--- config.mk ---
export PLATFORM = sky130hd
export DESIGN_NAME = stb_top
export DESIGN_NICKNAME = d
export VERILOG_FILES = /design/src/rtl/stb_pkg.sv /design/src/rtl/stb_bus_mux.sv /design/src/rtl/stb_ctrl.sv /design/src/rtl/stb_entry.sv /design/src/rtl/stb_fwd.sv /design/src/rtl/stb_top.sv
export SDC_FILE = /design/constraint.sdc
export NUM_CORES = 1
export LEC_CHECK = 0
export BUFFER_PORTS_ARGS = -buffer_cell sky130_fd_sc_hd__buf_4
export CAP_MARGIN = 10
export CORE_MARGIN = 2
export CORE_UTILIZATION = 43
export DETAILED_ROUTE_END_ITERATION = 7
export GPL_ROUTABILITY_DRIVEN = 0
export PLACE_DENSITY_LB_ADDON = 0.25
export SETUP_SLACK_MARGIN = 0.05
export SLEW_MARGIN = 0
export SYNTH_ARGS = -nofsm -noshare
export SYNTH_HDL_FRONTEND = slang
export SYNTH_SLANG_ARGS = --single-unit
--- constraint.sdc ---
create_clock -name stb_clk -period 3 [get_ports stb_clk]
set_clock_uncertainty 0.15 [all_clocks]
set_input_delay 0.6 -clock stb_clk [delete_from_list [all_inputs] [get_ports stb_clk]]
set_output_delay 0.6 -clock stb_clk [all_outputs]
set_load 0.01 [all_outputs]
--- src/rtl/stb_pkg.sv ---
package stb_pkg;

  // ==========================================================
  // Sizes
  // ==========================================================
  localparam int STB_ENTRIES = 2;
  localparam int ADDR_W      = 32;
  localparam int DATA_W      = 32;
  localparam int BYTES_W     = DATA_W / 8;

  // Low address bits below word granularity
  localparam int WORD_LSB    = $clog2(BYTES_W);

  // ==========================================================
  // Field types
  // ==========================================================
  typedef logic [ADDR_W-1:0]      addr_t;
  typedef logic [DATA_W-1:0]      data_t;
  typedef logic [BYTES_W-1:0]     bytes_t;

  // 0 byte, 1 half, 2 word
  typedef logic [1:0]             size_t;

  // One bit per entry
  typedef logic [STB_ENTRIES-1:0] entry_vec_t;

  // Write-bus handshake state
  typedef enum logic [1:0] {
    WB_IDLE = 2'b00,
    WB_WFG  = 2'b01,
    WB_WFC  = 2'b10
  } wb_state_t;

endpackage

--- src/rtl/stb_bus_mux.sv ---
module stb_bus_mux (
  input  logic                stb_clk,
  input  logic                cpurst_b,
  input  stb_pkg::entry_vec_t biu_sel,
  input  logic                bus_grant,
  input  stb_pkg::addr_t      entry_addr  [stb_pkg::STB_ENTRIES],
  input  stb_pkg::data_t      entry_data  [stb_pkg::STB_ENTRIES],
  input  stb_pkg::bytes_t     entry_bytes [stb_pkg::STB_ENTRIES],
  input  stb_pkg::size_t      entry_size  [stb_pkg::STB_ENTRIES],
  output stb_pkg::addr_t      bus_addr,
  output stb_pkg::size_t      bus_size,
  output stb_pkg::bytes_t     bus_bytes_vld,
  output stb_pkg::data_t      bus_wdata
);
  import stb_pkg::*;

  entry_vec_t wdata_sel;

  // Address phase follows the live select
  always_comb
  begin
    bus_addr      = '0;
    bus_size      = '0;
    bus_bytes_vld = '0;
    for (int i = 0; i < STB_ENTRIES; i++)
    begin
      if (biu_sel[i])
      begin
        bus_addr      = bus_addr | entry_addr[i];
        bus_size      = bus_size | entry_size[i];
        bus_bytes_vld = bus_bytes_vld | entry_bytes[i];
      end
    end
  end

  // Data phase entry, held from grant until the next grant
  always_ff @(posedge stb_clk or negedge cpurst_b)
  begin
    if (!cpurst_b)
      wdata_sel <= '0;
    else if (bus_grant)
      wdata_sel <= biu_sel;
  end

  always_comb
  begin
    bus_wdata = '0;
    for (int i = 0; i < STB_ENTRIES; i++)
    begin
      if (wdata_sel[i])
        bus_wdata = bus_wdata | entry_data[i];
    end
  end

endmodule

--- src/rtl/stb_ctrl.sv ---
module stb_ctrl (
  input  logic                stb_clk,
  input  logic                cpurst_b,
  input  logic                st_valid,
  input  stb_pkg::entry_vec_t entry_vld,
  input  stb_pkg::entry_vec_t entry_age,
  input  stb_pkg::entry_vec_t entry_bus_req,
  input  logic                bus_grant,
  input  logic                bus_cmplt,
  output logic                st_ready,
  output stb_pkg::entry_vec_t create_en,
  output logic                create_age,
  output stb_pkg::entry_vec_t biu_sel,
  output stb_pkg::entry_vec_t wbus_grant,
  output stb_pkg::entry_vec_t wbus_cmplt,
  output logic                bus_req,
  output logic                stb_idle
);
  import stb_pkg::*;

  logic       create_ptr;
  entry_vec_t ptr_vec;
  entry_vec_t pick_sel;
  entry_vec_t wb_req_sel;
  logic       req_vld;
  logic       wb_sel_open;
  wb_state_t  wb_cur_state;
  wb_state_t  wb_next_state;

  // ==========================================================
  // Create side
  // ==========================================================
  always_ff @(posedge stb_clk or negedge cpurst_b)
  begin
    if (!cpurst_b)
      create_ptr <= 1'b0;
    else if (st_valid & st_ready)
      create_ptr <= ~create_ptr;
  end

  assign ptr_vec    = {create_ptr, ~create_ptr};
  assign st_ready   = ~|(ptr_vec & entry_vld);
  assign create_en  = ptr_vec & {STB_ENTRIES{st_valid & st_ready}};
  // Other entry stays valid past this edge
  assign create_age = |(entry_vld & ~wbus_cmplt);
  assign stb_idle   = ~|entry_vld;

  // ==========================================================
  // Write-bus request
  // ==========================================================
  assign pick_sel[1] = entry_bus_req[1] & (~entry_bus_req[0] | ~entry_age[1]);
  assign pick_sel[0] = entry_bus_req[0] & (~entry_bus_req[1] | ~entry_age[0]);
  assign req_vld     = |entry_bus_req;

  always_ff @(posedge stb_clk or negedge cpurst_b)
  begin
    if (!cpurst_b)
      wb_cur_state <= WB_IDLE;
    else
      wb_cur_state <= wb_next_state;
  end

  always_comb
  begin
    wb_next_state = wb_cur_state;
    case (wb_cur_state)
      WB_IDLE:
        if (req_vld)
          wb_next_state = bus_grant ? WB_WFC : WB_WFG;
      WB_WFG:
        if (bus_grant)
          wb_next_state = WB_WFC;
      WB_WFC:
        if (bus_cmplt & req_vld)
          wb_next_state = bus_grant ? WB_WFC : WB_WFG;
        else if (bus_cmplt)
          wb_next_state = WB_IDLE;
      default:
        wb_next_state = WB_IDLE;
    endcase
  end

  // A fresh pick is taken when idle or as the current write completes
  assign wb_sel_open = (wb_cur_state == WB_IDLE) | ((wb_cur_state == WB_WFC) & bus_cmplt);

  always_ff @(posedge stb_clk or negedge cpurst_b)
  begin
    if (!cpurst_b)
      wb_req_sel <= '0;
    else if (wb_sel_open & req_vld)
      wb_req_sel <= pick_sel;
  end

  assign biu_sel    = wb_sel_open ? pick_sel : wb_req_sel;
  assign bus_req    = |(biu_sel & entry_bus_req) & ((wb_cur_state != WB_WFC) | bus_cmplt);
  assign wbus_grant = biu_sel & {STB_ENTRIES{bus_grant & bus_req}};
  assign wbus_cmplt = wb_req_sel & {STB_ENTRIES{bus_cmplt & (wb_cur_state == WB_WFC)}};

endmodule

--- src/rtl/stb_entry.sv ---
module stb_entry (
  input  logic            stb_clk,
  input  logic            cpurst_b,
  input  logic            create_en,
  input  logic            create_age,
  input  stb_pkg::addr_t  st_addr,
  input  stb_pkg::data_t  st_data,
  input  stb_pkg::bytes_t st_bytes_vld,
  input  stb_pkg::size_t  st_size,
  input  logic            wbus_grant,
  input  logic            wbus_cmplt,
  output logic            entry_vld,
  output logic            entry_age,
  output logic            entry_bus_req,
  output stb_pkg::addr_t  entry_addr,
  output stb_pkg::data_t  entry_data,
  output stb_pkg::bytes_t entry_bytes,
  output stb_pkg::size_t  entry_size
);
  import stb_pkg::*;

  // Granted, now waiting for the bus to finish the write
  logic wait_cmplt;

  always_ff @(posedge stb_clk or negedge cpurst_b)
  begin
    if (!cpurst_b)
    begin
      entry_vld  <= 1'b0;
      wait_cmplt <= 1'b0;
    end
    else if (create_en)
    begin
      entry_vld  <= 1'b1;
      wait_cmplt <= 1'b0;
    end
    else if (wbus_cmplt)
    begin
      entry_vld  <= 1'b0;
      wait_cmplt <= 1'b0;
    end
    else if (wbus_grant)
      wait_cmplt <= 1'b1;
  end

  // Set means the other entry holds an older store.
  // Oldest-first drain frees the other entry no later than this grant
  always_ff @(posedge stb_clk or negedge cpurst_b)
  begin
    if (!cpurst_b)
      entry_age <= 1'b0;
    else if (create_en)
      entry_age <= create_age;
    else if (wbus_grant)
      entry_age <= 1'b0;
  end

  always_ff @(posedge stb_clk)
  begin
    if (create_en)
    begin
      entry_addr  <= st_addr;
      entry_data  <= st_data;
      entry_bytes <= st_bytes_vld;
      entry_size  <= st_size;
    end
  end

  assign entry_bus_req = entry_vld & ~wait_cmplt;

endmodule

--- src/rtl/stb_fwd.sv ---
module stb_fwd (
  input  stb_pkg::entry_vec_t entry_vld,
  input  stb_pkg::addr_t      entry_addr  [stb_pkg::STB_ENTRIES],
  input  stb_pkg::bytes_t     entry_bytes [stb_pkg::STB_ENTRIES],
  input  stb_pkg::data_t      entry_data  [stb_pkg::STB_ENTRIES],
  input  stb_pkg::addr_t      ld_addr,
  input  stb_pkg::bytes_t     ld_bytes_vld,
  output logic                ld_fwd_vld,
  output stb_pkg::data_t      ld_fwd_data,
  output logic                ld_multi_or_part_hit
);
  import stb_pkg::*;

  entry_vec_t addr_hit;
  entry_vec_t full_hit;
  entry_vec_t part_hit;

  // Word match, then byte coverage
  always_comb
  begin
    for (int i = 0; i < STB_ENTRIES; i++)
    begin
      addr_hit[i] = entry_vld[i] &
                    (entry_addr[i][ADDR_W-1:WORD_LSB] == ld_addr[ADDR_W-1:WORD_LSB]);
      full_hit[i] = addr_hit[i] & ((ld_bytes_vld & ~entry_bytes[i]) == '0);
      part_hit[i] = addr_hit[i] & ~full_hit[i] & (|(ld_bytes_vld & entry_bytes[i]));
    end
  end

  always_comb
  begin
    ld_fwd_data = '0;
    for (int i = 0; i < STB_ENTRIES; i++)
    begin
      if (full_hit[i])
        ld_fwd_data = ld_fwd_data | entry_data[i];
    end
  end

  assign ld_fwd_vld           = |full_hit;
  // Both entries covering the load is treated like a partial hit
  assign ld_multi_or_part_hit = (|part_hit) | (&full_hit);

endmodule

--- src/rtl/stb_top.sv ---
module stb_top (
  input  logic            stb_clk,
  input  logic            cpurst_b,
  input  logic            st_valid,
  input  stb_pkg::addr_t  st_addr,
  input  stb_pkg::data_t  st_data,
  input  stb_pkg::bytes_t st_bytes_vld,
  input  stb_pkg::size_t  st_size,
  output logic            st_ready,
  output logic            bus_req,
  output stb_pkg::addr_t  bus_addr,
  output stb_pkg::size_t  bus_size,
  output stb_pkg::bytes_t bus_bytes_vld,
  output stb_pkg::data_t  bus_wdata,
  input  logic            bus_grant,
  input  logic            bus_cmplt,
  input  stb_pkg::addr_t  ld_addr,
  input  stb_pkg::bytes_t ld_bytes_vld,
  output logic            ld_fwd_vld,
  output stb_pkg::data_t  ld_fwd_data,
  output logic            ld_multi_or_part_hit,
  output logic            stb_idle
);
  import stb_pkg::*;

  entry_vec_t create_en;
  logic       create_age;
  entry_vec_t wbus_grant;
  entry_vec_t wbus_cmplt;
  entry_vec_t entry_vld;
  entry_vec_t entry_age;
  entry_vec_t entry_bus_req;
  entry_vec_t biu_sel;
  addr_t      entry_addr  [STB_ENTRIES];
  data_t      entry_data  [STB_ENTRIES];
  bytes_t     entry_bytes [STB_ENTRIES];
  size_t      entry_size  [STB_ENTRIES];

  // ==========================================================
  // Entries
  // ==========================================================
  for (genvar i = 0; i < STB_ENTRIES; i++)
  begin : g_entry
    stb_entry x_stb_entry (
      .stb_clk       (stb_clk),
      .cpurst_b      (cpurst_b),
      .create_en     (create_en[i]),
      .create_age    (create_age),
      .st_addr       (st_addr),
      .st_data       (st_data),
      .st_bytes_vld  (st_bytes_vld),
      .st_size       (st_size),
      .wbus_grant    (wbus_grant[i]),
      .wbus_cmplt    (wbus_cmplt[i]),
      .entry_vld     (entry_vld[i]),
      .entry_age     (entry_age[i]),
      .entry_bus_req (entry_bus_req[i]),
      .entry_addr    (entry_addr[i]),
      .entry_data    (entry_data[i]),
      .entry_bytes   (entry_bytes[i]),
      .entry_size    (entry_size[i])
    );
  end

  stb_ctrl x_stb_ctrl (
    .stb_clk       (stb_clk),
    .cpurst_b      (cpurst_b),
    .st_valid      (st_valid),
    .entry_vld     (entry_vld),
    .entry_age     (entry_age),
    .entry_bus_req (entry_bus_req),
    .bus_grant     (bus_grant),
    .bus_cmplt     (bus_cmplt),
    .st_ready      (st_ready),
    .create_en     (create_en),
    .create_age    (create_age),
    .biu_sel       (biu_sel),
    .wbus_grant    (wbus_grant),
    .wbus_cmplt    (wbus_cmplt),
    .bus_req       (bus_req),
    .stb_idle      (stb_idle)
  );

  stb_bus_mux x_stb_bus_mux (
    .stb_clk       (stb_clk),
    .cpurst_b      (cpurst_b),
    .biu_sel       (biu_sel),
    .bus_grant     (bus_grant),
    .entry_addr    (entry_addr),
    .entry_data    (entry_data),
    .entry_bytes   (entry_bytes),
    .entry_size    (entry_size),
    .bus_addr      (bus_addr),
    .bus_size      (bus_size),
    .bus_bytes_vld (bus_bytes_vld),
    .bus_wdata     (bus_wdata)
  );

  stb_fwd x_stb_fwd (
    .entry_vld            (entry_vld),
    .entry_addr           (entry_addr),
    .entry_bytes          (entry_bytes),
    .entry_data           (entry_data),
    .ld_addr              (ld_addr),
    .ld_bytes_vld         (ld_bytes_vld),
    .ld_fwd_vld           (ld_fwd_vld),
    .ld_fwd_data          (ld_fwd_data),
    .ld_multi_or_part_hit (ld_multi_or_part_hit)
  );

endmodule

# == Word level (Yosys, flattened, before mapping) ==
# Cells that the tools add are included.
# word_totals
ff_bits,153
in_bits,111
output_inout_bits,107
elab_cells,129
# op_classes
n_eq_ne,8
n_mux,31
bitwise,50
n_reduce_logical,22
# ops
cell,count
two-way mux 32 bit,6
bitwise OR 32 bit,3
== test 30 bit,2
bitwise AND 1 bit,18
bitwise AND 4 bit,4
two-way mux 2 bit,8
two-way mux 1 bit,14
OR reduction 2 bit,7
bitwise AND 2 bit,6
inverter 1 bit,9
zero test 4 bit,2
two-way mux 4 bit,2
inverter 4 bit,2
nonzero test 2 bit,4
OR reduction 4 bit,2
case mux 2 bit (3 select lines),1
nonzero test 3 bit,2
bitwise OR 1 bit,5
inequality test 2 bit (second input constant),2
bitwise OR 4 bit,1
inequality test 3 x 2 -> 1 bit (second input constant),1
AND reduction 3 bit,1
== test 2 x 1 -> 1 bit (second input constant),1
== test 2 bit (second input constant),1
other kinds (6),7

# == Logic depth before layout (Yosys ltp) ==
# Gate-level depths: netlist of run 1.
# logic_depth
depth_word,14
mapped_depth,7
ltp_nobuf,6

# == Cells and area by module ==
# Synthesis of run 1 repeated with hierarchy kept, for this count alone.
# hier_totals
hier_cells,440
area_unflattened_um2,6727.7
# modules_own_cells
module,n_inst,cells_per_inst,area_per_inst_um2,seq_area_each_um2
stb_entry,2,81,2223.4,2177.1
stb_fwd,1,141,1131.1,0.0
stb_bus_mux,1,90,787.0,50.0
stb_ctrl,1,47,362.8,125.1

# == Worst setup path after synthesis of run 1 ==
# No wires, ideal clock.
# synth_path
path_kind,input -> register
startpoint,input port st_valid
endpoint,"register g_entry[1].x_stb_entry.entry_addr[0], enable pin"
setup_time_ns,0.424
arrival_time_ns,2.340
t_required_ns,2.426
path_slack_ns,0.086
cell_stages,3
n_path_buf,0
cell_sequence,nand2_1 > or2_2 > inv_1
# synth_between
elab_chain_cells,2
# synth_lines
element,line,source
start: declaration,stb_top.sv:4,"input logic st_valid,"
bitwise AND 1 bit,stb_ctrl.sv:43,assign create_en = ptr_vec & {STB_ENTRIES{st_valid & st_ready}};
bitwise AND 2 bit,stb_ctrl.sv:43,
via g_entry[1].x_stb_entry.create_en,stb_entry.sv:4,"input logic create_en,"
end signal: assignment,stb_entry.sv:62,entry_addr <= st_addr;
end: declaration,stb_entry.sv:15,"output stb_pkg::addr_t entry_addr,"
# The timed path passes the listed nets, and every way through them passes these cells.
# A chain may end at the register's enable or synchronous reset.

# == Worst setup path after layout of run 1 ==
# layout_path
startpoint,register g_entry[1].x_stb_entry.entry_addr[17]
endpoint,output port ld_fwd_data[19]
# layout_between
elab_chain_cells,4
# layout_lines
element,line,source
== test 30 bit,stb_fwd.sv:24,(entry_addr[i][ADDR_W-1:WORD_LSB] == ld_addr[ADDR_W-1:WORD_LSB]);
bitwise AND 1 bit,stb_fwd.sv:23,addr_hit[i] = entry_vld[i] &
bitwise AND 1 bit,stb_fwd.sv:25,full_hit[i] = addr_hit[i] & ((ld_bytes_vld & ~entry_bytes[i]) == '0);
two-way mux 32 bit,stb_fwd.sv:35,if (full_hit[i])
end: declaration,stb_top.sv:20,"output stb_pkg::data_t ld_fwd_data,"
# Every way passes these cells.

==> results of run 1 <==
[registers in the layout (all words and copies together), names as in the netlist]
register	flops
g_entry.x_stb_entry.entry_addr	64
g_entry.x_stb_entry.entry_size	4
x_stb_ctrl.wb_cur_state	2
x_stb_bus_mux.wdata_sel	2
g_entry.x_stb_entry.entry_age	2
x_stb_ctrl.wb_req_sel	2
g_entry.x_stb_entry.entry_bytes	8
g_entry.x_stb_entry.entry_vld	2
g_entry.x_stb_entry.wait_cmplt	2
g_entry.x_stb_entry.entry_data	64
x_stb_ctrl.create_ptr	1
[repair_timing]
| item | 4_1_cts | 5_1_grt |
|---|---|---|
| gates resized for setup | 4 | 15 |
| hold buffers | 1 | 0 |
| gates cloned | 1 | 6 |
| buffers inserted | 3 | 5 |
| endpoints found under the setup margin | 34 | 72 |
| pin swaps | 4 | 19 |
| endpoints found under the hold margin | 13 | 0 |
[kinds of logic after synthesis]
kind of cell	after synthesis
flip-flops	153
multiplexers	5
AND/OR/NAND/NOR	60
buffers and inverters	29
AO/OA/AOI/OAI	129
XOR/XNOR	60
[cell usage in the layout (no fill, tap or decap), types with 2 or more instances in the layout]
| cell type | n |
|---|---|
| nor2b_1 | 2 |
| o32ai_1 | 2 |
| nor2_1 | 7 |
| dfrtp_2 | 2 |
| mux2_2 | 4 |
| buf_12 | 7 |
| xnor2_1 | 27 |
| bufinv_16 | 2 |
| edfxtp_1 | 140 |
| xor2_1 | 26 |
| a22oi_1 | 2 |
| clkinv_2 | 3 |
| clkinv_1 | 4 |
| inv_1 | 5 |
| buf_4 | 232 |
| or2_2 | 2 |
| buf_6 | 4 |
| nand4_1 | 11 |
| o21ai_0 | 2 |
| a22o_1 | 102 |
| dfrtp_1 | 11 |
| inv_6 | 2 |
| clkbuf_16 | 22 |
| nor4_1 | 5 |
| o211a_1 | 2 |
| nand2b_1 | 8 |
| xnor2_2 | 7 |
| a21oi_1 | 6 |
| o22ai_1 | 4 |
| nand2_1 | 17 |
| a222oi_1 | 2 |
| clkinvlp_4 | 3 |
| a21o_1 | 2 |
[final timing paths]
check	from	endpoint
worst max-delay path	g_entry[1].x_stb_entry.entry_addr[17]$_DFFE_PP_	ld_fwd_data[19]
worst min-delay path	st_data[22]	g_entry[1].x_stb_entry.entry_data[22]$_DFFE_PP_
worst max register to register	g_entry[1].x_stb_entry.entry_vld$_DFFE_PN0N_	g_entry[1].x_stb_entry.entry_age$_DFFE_PN0P_
worst min register to register	x_stb_ctrl.wb_req_sel[0]$_DFFE_PN0P_	x_stb_ctrl.wb_req_sel[0]$_DFFE_PN0P_
max in group asynchronous	cpurst_b	g_entry[0].x_stb_entry.entry_vld$_DFFE_PN0N_
min in group asynchronous	cpurst_b	g_entry[1].x_stb_entry.entry_vld$_DFFE_PN0N_
[worst max-delay path, stage by stage (launching register included)]
cell and delay, ns:
edfxtp_1 0.43, xnor2_2 0.17, nand4_1 0.16, nor4_4 0.36, buf_4 0.16, nand4_1 0.16, nor2_4 0.17, buf_12 0.14
buf_6 0.14, a22o_1 0.18, buf_6 0.13
[metrics by stage]
stage          utilization, %  cells  cell area (um2)  setup WS (ns)  hold WS [ns]
2_1_floorplan               -    436             6650         0.0859         0.154
3_3_place_gp             56.9    836             8620         -0.277         0.299
3_5_place_dp             56.9    836             8620         -0.299         0.307
4_1_cts                  61.1    872             9260         -0.367         0.198
5_1_grt                  62.9    883             9520         -0.511         0.194
6_report                 62.9    883             9520         -0.372         0.218
[power breakdown]
part,internal (mW),switching (mW)
Sequential,2.79,0.314
Combinational,1.70,1.75
Clock,1.21,0.810
[metal layers]
layer,up-vias,wire length (um)
met2,169,9370
li1,2243,-
met3,24,1020
met1,2392,7200
met5,-,0
met4,0,410
[cell type report]
type                    instances  area (um2)
multi-input cells             254        2080
well taps                     188         235
fillers                      1137        5620
flip-flops and latches        153        4530
clock inverters                13         129
repair buffers                250        2090
clock buffers                  18         429
inverters                       7        28.8
==> summary.txt, run 1 <==
Outcome
  • Status: finished, violations left
  • Failing checks: negative setup slack

Clocking
  • Root Buffer: clkbuf_16
  • TritonCTS Buffers: 17
  • Bufs on Longest Clock Path: 2
  • Skew-Pair Late Insertion Delay: about 0.41 ns
  • CTS tree: done
  • CTS Sinks: around 150
  • Clk slew on worst S/H paths: approximately 0.060 ns
  • Clock H-tree levels: 4

Die
  • Die height: approximately 130 um
  • Starting Density: between 40% and 50%
  • Ports: between 200 and 250
  • Row cnt: 45
  • Core Region: roughly 15000 um2
  • Die Area: approximately 16000 um2
  • Die X: about 130 um

Yosys
  • Post-Synthesis Cells: around 440
  • Simple-gate portion of the synthesized area: ~5%
  • Syn nets: 547
  • Area share of the leading cell type in the synthesized netlist: ~63%
  • Most common cell in the netlist: edfxtp_1
  • Synth Flop Type: edfxtp_1
  • Post-synth top area cell: edfxtp_1
  • Synth cell count leaders: edfxtp_1 (140), a22o_1 (102), xnor2_1 (34)
  • Largest cells by area after synthesis: edfxtp_1 (63%), a22o_1 (13%), dfrtp_1 (4.9%)
  • Synth Area in XOR/XNOR: under 10%
  • Ys Warns: 0
  • Synth unique cells: 34
  • Asr flop ratio synth: approximately 8.5%
  • Synth Area in Compound Gates: between 10% and 20%
  • Seq/Total Area, Yosys: between 60% and 70%
  • Number of synthesized flops with an enable pin: 140
  • Mapped Avg Cell Area: roughly 15 um2
  • Multiplexer share of the synthesized area: less than 1%
  • Post-Syn Area: ~6600 um2
  • Largest family of logic cells by synthesized area: compound AO/OA/AOI/OAI gates
  • FF+latch count, synth: ~150
  • Adder-Cell Fraction of Synth Area: 0%

STA
  • Endpoints failing setup: 34
  • Final worst slack: -0.372 ns
  • Period utilisation layout: 112%
  • RSZ-0062 raised after global routing: yes
  • Max transition margin: about a fifth
  • Slew Limit Fails: 0
  • Worst slew pin tran: 1.22 ns
  • Min Tclk post-route: about 3.4 ns
  • Final setup TNS: -10.40 ns
  • Maximum clock frequency: a little under 300 MHz
  • Hold Vio Cnt, Final: 0

Global route
  • Met2 Usage GRT: around a third
  • GRT Util Overall: roughly a fifth
  • Largest net degree at the start of global routing: 71
  • GR peak layer: met2
  • Vias in the first global route: 4796
  • Met1 usage: roughly a quarter
  • Initial antenna violation count: 0
  • GRT Residual Overflow: 0
  • Met3 Usage GRT: slightly below 6%
  • Global-route wire length before repair: approximately 25 mm

Layout
  • Syn-to-layout area delta: 43.3%
  • Nets: approximately 790
  • Ant diodes: 0
  • Share of post-route cells with drive strength above 1: approximately 43%

Routing
  • Vias per cell: about 5.5
  • Wirelength, routed: between 15 and 20 mm
  • DR iter-0 viols: 280
  • Wire per inst: around 20 um
  • ANT nets after route: 0
  • Remaining DRCs: 0
  • Vias: around 4.8k
  • 1st-pass router iterations: 5

Worst setup path
  • Crit path kind: register to primary output
  • WP data arrival: 2.62 ns
  • R2R Setup Slk: 0.97 ns
  • Startpoint class of the critical path: register
  • Reg2reg path depth: 7
  • Worst setup EP type: primary output
  • Crit-path max FO: 8
  • Worst EP required: around 2.3 ns

Hold path
  • Worst Hold Path Cells: 1
  • Hold Crit Class: primary input to register

Power
  • Lkg Pwr: a little under 4 nW
  • Final Total Pwr: 8.57 mW
  • Peak VDD IR: about 0.53 mV
  • Pwr dens: ~900 nW/um2

Flow run
  • Max-cap violations: 0

Placed design
  • IO buf count: between 200 and 250
  • Hpwl dp: between 10 and 15 mm
Power figures use the tool's default switching activity.
==> inputs of run 2 (changes only) <==
==> constraint.sdc (replaced) <==
create_clock -name stb_clk -period 3 [get_ports stb_clk]
set_clock_uncertainty 0.15 [all_clocks]
set_input_delay 0.3 -clock stb_clk [delete_from_list [all_inputs] [get_ports stb_clk]]
set_output_delay 0.3 -clock stb_clk [all_outputs]
set_load 0.01 [all_outputs]
==> run 2 against run 1 <==
  * The run now ends clean
  * Cell area is 5.6% higher
  * Clock-buffer cell count is 1 lower
  * Core utilization is 3.5 points higher
  * Clock power is 11% higher
  * Routed wire length is 1.3% higher
  * Die area stayed put
  * Worst hold slack worse by 0.18 ns
  * Largest cell class unchanged
==> summary.txt, run 2 (synthesis results as in run 1) <==
Power
  • Switching share of power: 33.1% (-0.35 points)
  • Peak VDD IR: 0.500 mV (-5.1%)
  • Power share of the clock group: 25.3% (+1.7 points)
  • Combinational Power Share: 40.4% (+0.2 points)
  • Final Total Pwr: 8.90 mW (+3.8%)
  • Pwr dens: 885 nW/um2 (-1.7%)
  • Internal power: 5.95 mW (+4.4%)
  • Share of power burned in registers: 34.4% (-1.8 points)
  • Lkg Pwr: 4.08 nW (+5.4%)
  • Psw: 2.95 mW (+2.7%)

Global route
  • Initial antenna violation count: 0 (unchanged)
  • GRT Residual Overflow: 0 (unchanged)
  • GRT Util Overall: 21.5% (+0.96 points)
  • Global-route wire length before repair: 26.7 mm (+4.8%)
  • Largest net degree at the start of global routing: 34 (-52%)
  • Vias in the first global route: 5114 (+6.6%)

Layout
  • Most frequent cells in the layout: buf_4 (223), edfxtp_1 (140), a22o_1 (102)
  • Syn-to-layout area delta: 51.3%
  • Fill cell total of the finished layout: 1055 (-7.2%)
  • Register area: 4530 um2 (about the same)
  • Nets: 851 (+7.2%)
  • Most common cell after layout, fill and taps aside: buf_4
  • Largest registers: g_entry.x_stb_entry.entry_addr (64), g_entry.x_stb_entry.entry_data (64), g_entry.x_stb_entry.entry_bytes (8)
  • Final std cells w/o fill: 940 (+6.5%)
  • Share of post-route cells with drive strength above 1: 37.9% (-5.4 points)
  • Area of the multi-input gates: 2050 um2 (-1.3%)

Placed design
  • Dpl cells: 831 (-0.60%)
  • Hpwl dp: 11.9 mm (+2.9%)
  • IO buf count: 215 (unchanged)

Worst setup path
  • Startpoint class of the critical path: register
  • FF-to-FF Start: g_entry[0].x_stb_entry.entry_vld$_DFFE_PN0N_
  • Worst path cell trace: xnor2_2, nand4_1, or4_4, nor3_4, buf_12, buf_8, a22o_1, buf_4
  • WP data arrival: 2.51 ns (-0.11 ns)
  • Crit path max-delay family: simple AND/OR/NAND/NOR gates
  • Crit-path max FO: 9 (+1)
  • Reg2reg path depth: 6 (-1)
  • R2R Setup Slk: 0.95 ns (-0.02 ns)
  • Reg2reg end: g_entry[0].x_stb_entry.wait_cmplt$_DFFE_PN0P_
  • CP max stage cell: or4_4
  • CP Buf/Inv Count: 3 (-1)
  • Crit path kind: register to primary output
  • Slowest cell delay on critical path: 0.57 ns (+0.14 ns)
  • Worst setup EP type: primary output
  • Worst EP required: 2.55 ns (+0.30 ns)

STA
  • Slew Limit Fails: 0 (unchanged)
  • Final setup TNS: 0 ns (+10.40 ns)
  • Endpoints failing setup: 0 (-100%)
  • Hold Vio Cnt, Final: 0 (unchanged)
  • Worst slew pin tran: 0.607 ns (-0.612 ns)
  • Hold WS: 0.0416 ns (-0.176 ns)
  • Maximum clock frequency: 337 MHz (+14%)
  • Max transition margin: 59.6% (+41 points)
  • RSZ-0062 raised after global routing: yes
  • Period utilisation layout: 98.8% (-14 points)
  • Min Tclk post-route: 2.96 ns (-0.409 ns)

Die
  • Core Region: 15100 um2 (unchanged)
  • Die Area: 16500 um2 (unchanged)
  • Die height: 128 um (unchanged)
  • Starting Density: 43.9% (unchanged)
  • Row cnt: 45 (unchanged)
  • Die X: 128 um (unchanged)
  • Ports: 218 (unchanged)

Clocking
  • Clock H-tree levels: 4 (unchanged)
  • Root Buffer: clkbuf_16
  • Skew-Pair Late Insertion Delay: 0.41 ns (about the same)
  • TritonCTS Buffers: 17 (unchanged)
  • CTS tree: done
  • CTS Sinks: 153 (unchanged)
  • Bufs on Longest Clock Path: 2 (unchanged)
  • Clk slew on worst S/H paths: 0.06 ns (about the same)

Outcome
  • Status: completed

Hold path
  • End of the worst hold path: g_entry[1].x_stb_entry.entry_age$_DFFE_PN0P_
  • Worst Hold Path Cells: 3 (+2)
  • Min-delay src: st_valid
  • Hold Crit Class: primary input to register

Routing
  • Remaining DRCs: 0 (unchanged)
  • ANT nets after route: 0 (unchanged)
  • Wirelength, routed: 18.2 mm (+1.3%)
  • Vias per cell: 5.34 (-2.4%)
  • Vias: 5015 (+3.9%)
  • 1st-pass router iterations: 4 (-1)
  • DR iter-0 viols: 307 (+9.6%)
  • Wire per inst: 19.4 um (-4.9%)

Flow run
  • Max-cap violations: 0 (unchanged)
run 2: worst max path at each step:
stage	start	end	depth (start not counted)
after floorplan	g_entry[1].x_stb_entry.entry_vld$_DFFE_PN0N_	g_entry[1].x_stb_entry.entry_addr[0]$_DFFE_PP_	2
final	g_entry[0].x_stb_entry.entry_addr[30]$_DFFE_PP_	ld_fwd_data[28]	8
after CTS	g_entry[0].x_stb_entry.entry_addr[22]$_DFFE_PP_	ld_fwd_data[1]	9
after global routing	g_entry[0].x_stb_entry.entry_addr[22]$_DFFE_PP_	ld_fwd_data[13]	9
after global placement	ld_addr[22]	ld_fwd_data[26]	9
after detailed placement	ld_addr[22]	ld_fwd_data[28]	9
run 2: stage by stage:
stage	cell area (um2)	setup slack [ns]	utilization [%]
3_3_place_gp	8570	0.294	56.6
2_1_floorplan	6650	0.285	-
6_report	10100	0.0364	66.4
5_1_grt	10100	-0.0727	66.4
4_1_cts	9980	-0.0371	65.9
3_5_place_dp	8570	0.265	56.6
run 2: final cells by class:
type,count,area share (%)
Clock buffer,17,4.23
Sequential cell,153,45.0
Inverter,7,0.286
Clock inverter,13,1.92
Tap cell,188,2.34
Antenna cell,1,0.0249
Timing Repair Buffer,307,25.7
Multi-Input combinational cell,254,20.4
run 2: timing repair:
item | CTS | global route
endpoints found under the hold margin | 154 | 0
gates resized for setup | 7 | 12
pin swaps | 2 | 8
setup buffers | 3 | 1
endpoints found under the setup margin | 33 | 53
cloned | 2 | 0
hold buffers | 72 | 0
run 2: power groups by stage:
stage               registers (mW)  logic [mW]  clock network [mW]
floorplan                     3.02        1.81                   0
global placement              3.06        3.45                   0
detailed placement            3.09        3.48                   0
CTS                           3.05        3.57                2.28
global route                  3.11        3.83                2.38
finish                        3.06        3.59                2.25
run 2: metal layers:
layer / part of all wire (%) / global-route usage (%) / vias to the layer above
met5: 0 / 0 / -
met4: 2.8 / 9.57 / 0
met3: 4.9 / 5.24 / 32
met2: 52 / 36.5 / 167
met1: 41 / 26.0 / 2462
li1: - / - / 2354
run 2: worst reg2reg max path: stages (launching register included):
cell,delay (ns)
dfrtp_1,0.48
nor2b_1,0.29
a21oi_1,0.12
mux2_4,0.41
nand2_1,0.16
a21oi_1,0.10
o211a_1,0.22
==> inputs of run 3 (changes only) <==
RECOVER_POWER = 100   (was default)
==> run 3 against run 2 <==
  * Total power is 5.3% lower
  * Clock-buffer cell count stayed put
  * Worst setup slack better by 0.0027 ns
  * Largest power group unchanged
==> summary.txt, run 3 (synthesis results as in run 1) <==
Outcome
  • Status: completed

Global route
  • GRT Util Overall: 21.5% (unchanged)
  • Global-route wire length before repair: 26.7 mm (unchanged)
  • Initial antenna violation count: 0 (unchanged)
  • GRT Residual Overflow: 0 (unchanged)
  • Vias in the first global route: 5114 (unchanged)
  • Largest net degree at the start of global routing: 34 (unchanged)

Worst setup path
  • Critical path depth: 8 (unchanged)
  • Reg2reg path depth: 3 (-3)
  • Worst path cell trace: xnor2_2, nand4_1, or4_4, nor3_4, buf_12, buf_8, a22o_1, buf_4
  • Crit-path max FO: 9 (unchanged)
  • CP max stage cell: or4_4
  • R2R Setup Slk: 0.30 ns (-0.65 ns)
  • Crit path max-delay family: simple AND/OR/NAND/NOR gates
  • WP data arrival: 2.51 ns (about the same)
  • Crit path kind: register to primary output
  • Worst EP required: 2.55 ns (about the same)
  • Startpoint class of the critical path: register
  • Slowest cell delay on critical path: 0.57 ns (about the same)
  • Worst setup EP type: primary output
  • CP Buf/Inv Count: 3 (unchanged)

Power
  • Peak VDD IR: 0.477 mV (-4.5%)
  • Combinational Power Share: 37.1% (-3.3 points)
  • Lkg Pwr: 3.79 nW (-7.0%)
  • Switching share of power: 34.7% (+1.5 points)
  • Power share of the clock group: 26.6% (+1.3 points)
  • Psw: 2.92 mW (-0.93%)
  • Share of power burned in registers: 36.3% (+1.9 points)
  • Pwr dens: 865 nW/um2 (-2.3%)
  • Final Total Pwr: 8.43 mW (-5.3%)
  • Internal power: 5.51 mW (-7.4%)

Routing
  • Wirelength, routed: 18.0 mm (-0.97%)
  • ANT nets after route: 0 (unchanged)
  • Met1 WL: 7.35 mm (-1.0%)
  • Remaining DRCs: 0 (unchanged)
  • 1st-pass router iterations: 4 (unchanged)
  • DR iter-0 viols: 321 (+4.6%)
  • Vias: 5002 (-0.26%)
  • Max Used Layer: met4
  • Met3 wire len: 877 um (-2.0%)
  • Wire per inst: 19.2 um (-0.97%)
  • Vias per cell: 5.32 (-0.26%)
  • WL met2: 9.27 mm (-1.4%)

Die
  • Die X: 128 um (unchanged)
  • Ports: 218 (unchanged)
  • Die Area: 16500 um2 (unchanged)
  • Starting Density: 43.9% (unchanged)
  • Row cnt: 45 (unchanged)
  • Die height: 128 um (unchanged)
  • Core Region: 15100 um2 (unchanged)

Clocking
  • Clk slew on worst S/H paths: 0.06 ns (about the same)
  • Root Buffer: clkbuf_16
  • CTS Sinks: 153 (unchanged)
  • Clock H-tree levels: 4 (unchanged)
  • TritonCTS Buffers: 17 (unchanged)
  • Bufs on Longest Clock Path: 2 (unchanged)
  • CTS tree: done
  • Skew-Pair Late Insertion Delay: 0.41 ns (about the same)

STA
  • Final setup TNS: 0 ns (unchanged)
  • Maximum clock frequency: 338 MHz (about the same)
  • Hold Vio Cnt, Final: 0 (unchanged)
  • Hold WS: 0.0460 ns (+0.00440 ns)
  • Period utilisation layout: 98.7% (about the same)
  • Min Tclk post-route: 2.96 ns (-0.00273 ns)
  • Max transition margin: 15.8% (-44 points)
  • Worst slew pin tran: 1.26 ns (+0.655 ns)
  • Slew Limit Fails: 0 (unchanged)
  • Final worst slack: 0.0392 ns (+0.00273 ns)
  • Endpoints failing setup: 0 (unchanged)
  • RSZ-0062 raised after global routing: yes

Placed design
  • Cell Area, Placed: 8570 um2 (unchanged)
  • Pre-CTS WS: 0.265 ns (unchanged)
  • Hpwl dp: 11.9 mm (unchanged)
  • Dpl cells: 831 (unchanged)
  • IO buf count: 215 (unchanged)

Layout
  • Most common cell after layout, fill and taps aside: edfxtp_1
  • Nets: 851 (unchanged)
  • Post-route cell area: 9750 um2 (-3.1%)
  • Final core occ: 64.4% (-2.0 points)
  • Fill cell total of the finished layout: 1115 (+5.7%)
  • Largest registers: g_entry.x_stb_entry.entry_addr (64), g_entry.x_stb_entry.entry_data (64), g_entry.x_stb_entry.entry_bytes (8)
  • Share of post-route cells with drive strength above 1: 28.8% (-9.2 points)
  • Final std cells w/o fill: 940 (unchanged)
  • Syn-to-layout area delta: 46.7%
  • Most frequent cells in the layout: edfxtp_1 (140), a22o_1 (102), buf_4 (89)

Flow run
  • Max-cap violations: 0 (unchanged)

Hold path
  • Hold Crit Class: primary input to register
  • Worst Hold Path Cells: 3 (unchanged)
run 3: metal layers:
| metal | vias up | track usage (%) |
|---|---|---|
| li1 | 2358 | - |
| met1 | 2449 | 26.0 |
| met2 | 158 | 36.5 |
| met3 | 37 | 5.24 |
| met4 | 0 | 9.57 |
| met5 | - | 0 |
run 3: power groups by stage:
stage	combinational, mW	sequential, mW	clock, mW
floorplan	1.81	3.02	0
global placement	3.45	3.06	0
detailed placement	3.48	3.09	0
CTS	3.57	3.05	2.28
global route	3.36	3.11	2.38
finish	3.12	3.06	2.24
run 3: worst paths after layout:
check,startpoint,endpoint
worst min register to register,x_stb_ctrl.wb_req_sel[0]$_DFFE_PN0P_,x_stb_ctrl.wb_req_sel[0]$_DFFE_PN0P_
max in group asynchronous,cpurst_b,x_stb_bus_mux.wdata_sel[0]$_DFFE_PN0P_
min in group asynchronous,cpurst_b,x_stb_ctrl.create_ptr$_DFFE_PN0P_
worst max-delay path,g_entry[0].x_stb_entry.entry_addr[30]$_DFFE_PP_,ld_fwd_data[28]
worst min-delay path,st_valid,g_entry[1].x_stb_entry.entry_age$_DFFE_PN0P_
worst max register to register,g_entry[1].x_stb_entry.entry_vld$_DFFE_PN0N_,g_entry[1].x_stb_entry.entry_data[16]$_DFFE_PP_
run 3: cell type report:
class / instances / area (um2) / share of cell area (%)
Clock buffer: 17 / 425 / 4.36
Sequential cell: 153 / 4530 / 46.5
Antenna cell: 1 / 2.50 / 0.0257
Inverter: 7 / 27.5 / 0.282
Clock inverter: 13 / 193 / 1.98
Multi-Input combinational cell: 254 / 2050 / 21.1
Timing Repair Buffer: 307 / 2280 / 23.4
Tap cell: 188 / 235 / 2.41
run 3: what timing repair did:
action                     in CTS  in global routing
pin swaps                       2                  8
setup endpoints to repair      33                 53
hold buffers                   72                  0
hold endpoints to repair      154                  0
gates resized for setup         7                 12
setup buffers                   3                  1
gates cloned                    2                  0
run 3: tightest hold or removal path: stages:
cell and delay, ns:
buf_4 0.11, nand2_1 0.07, o32ai_1 0.08
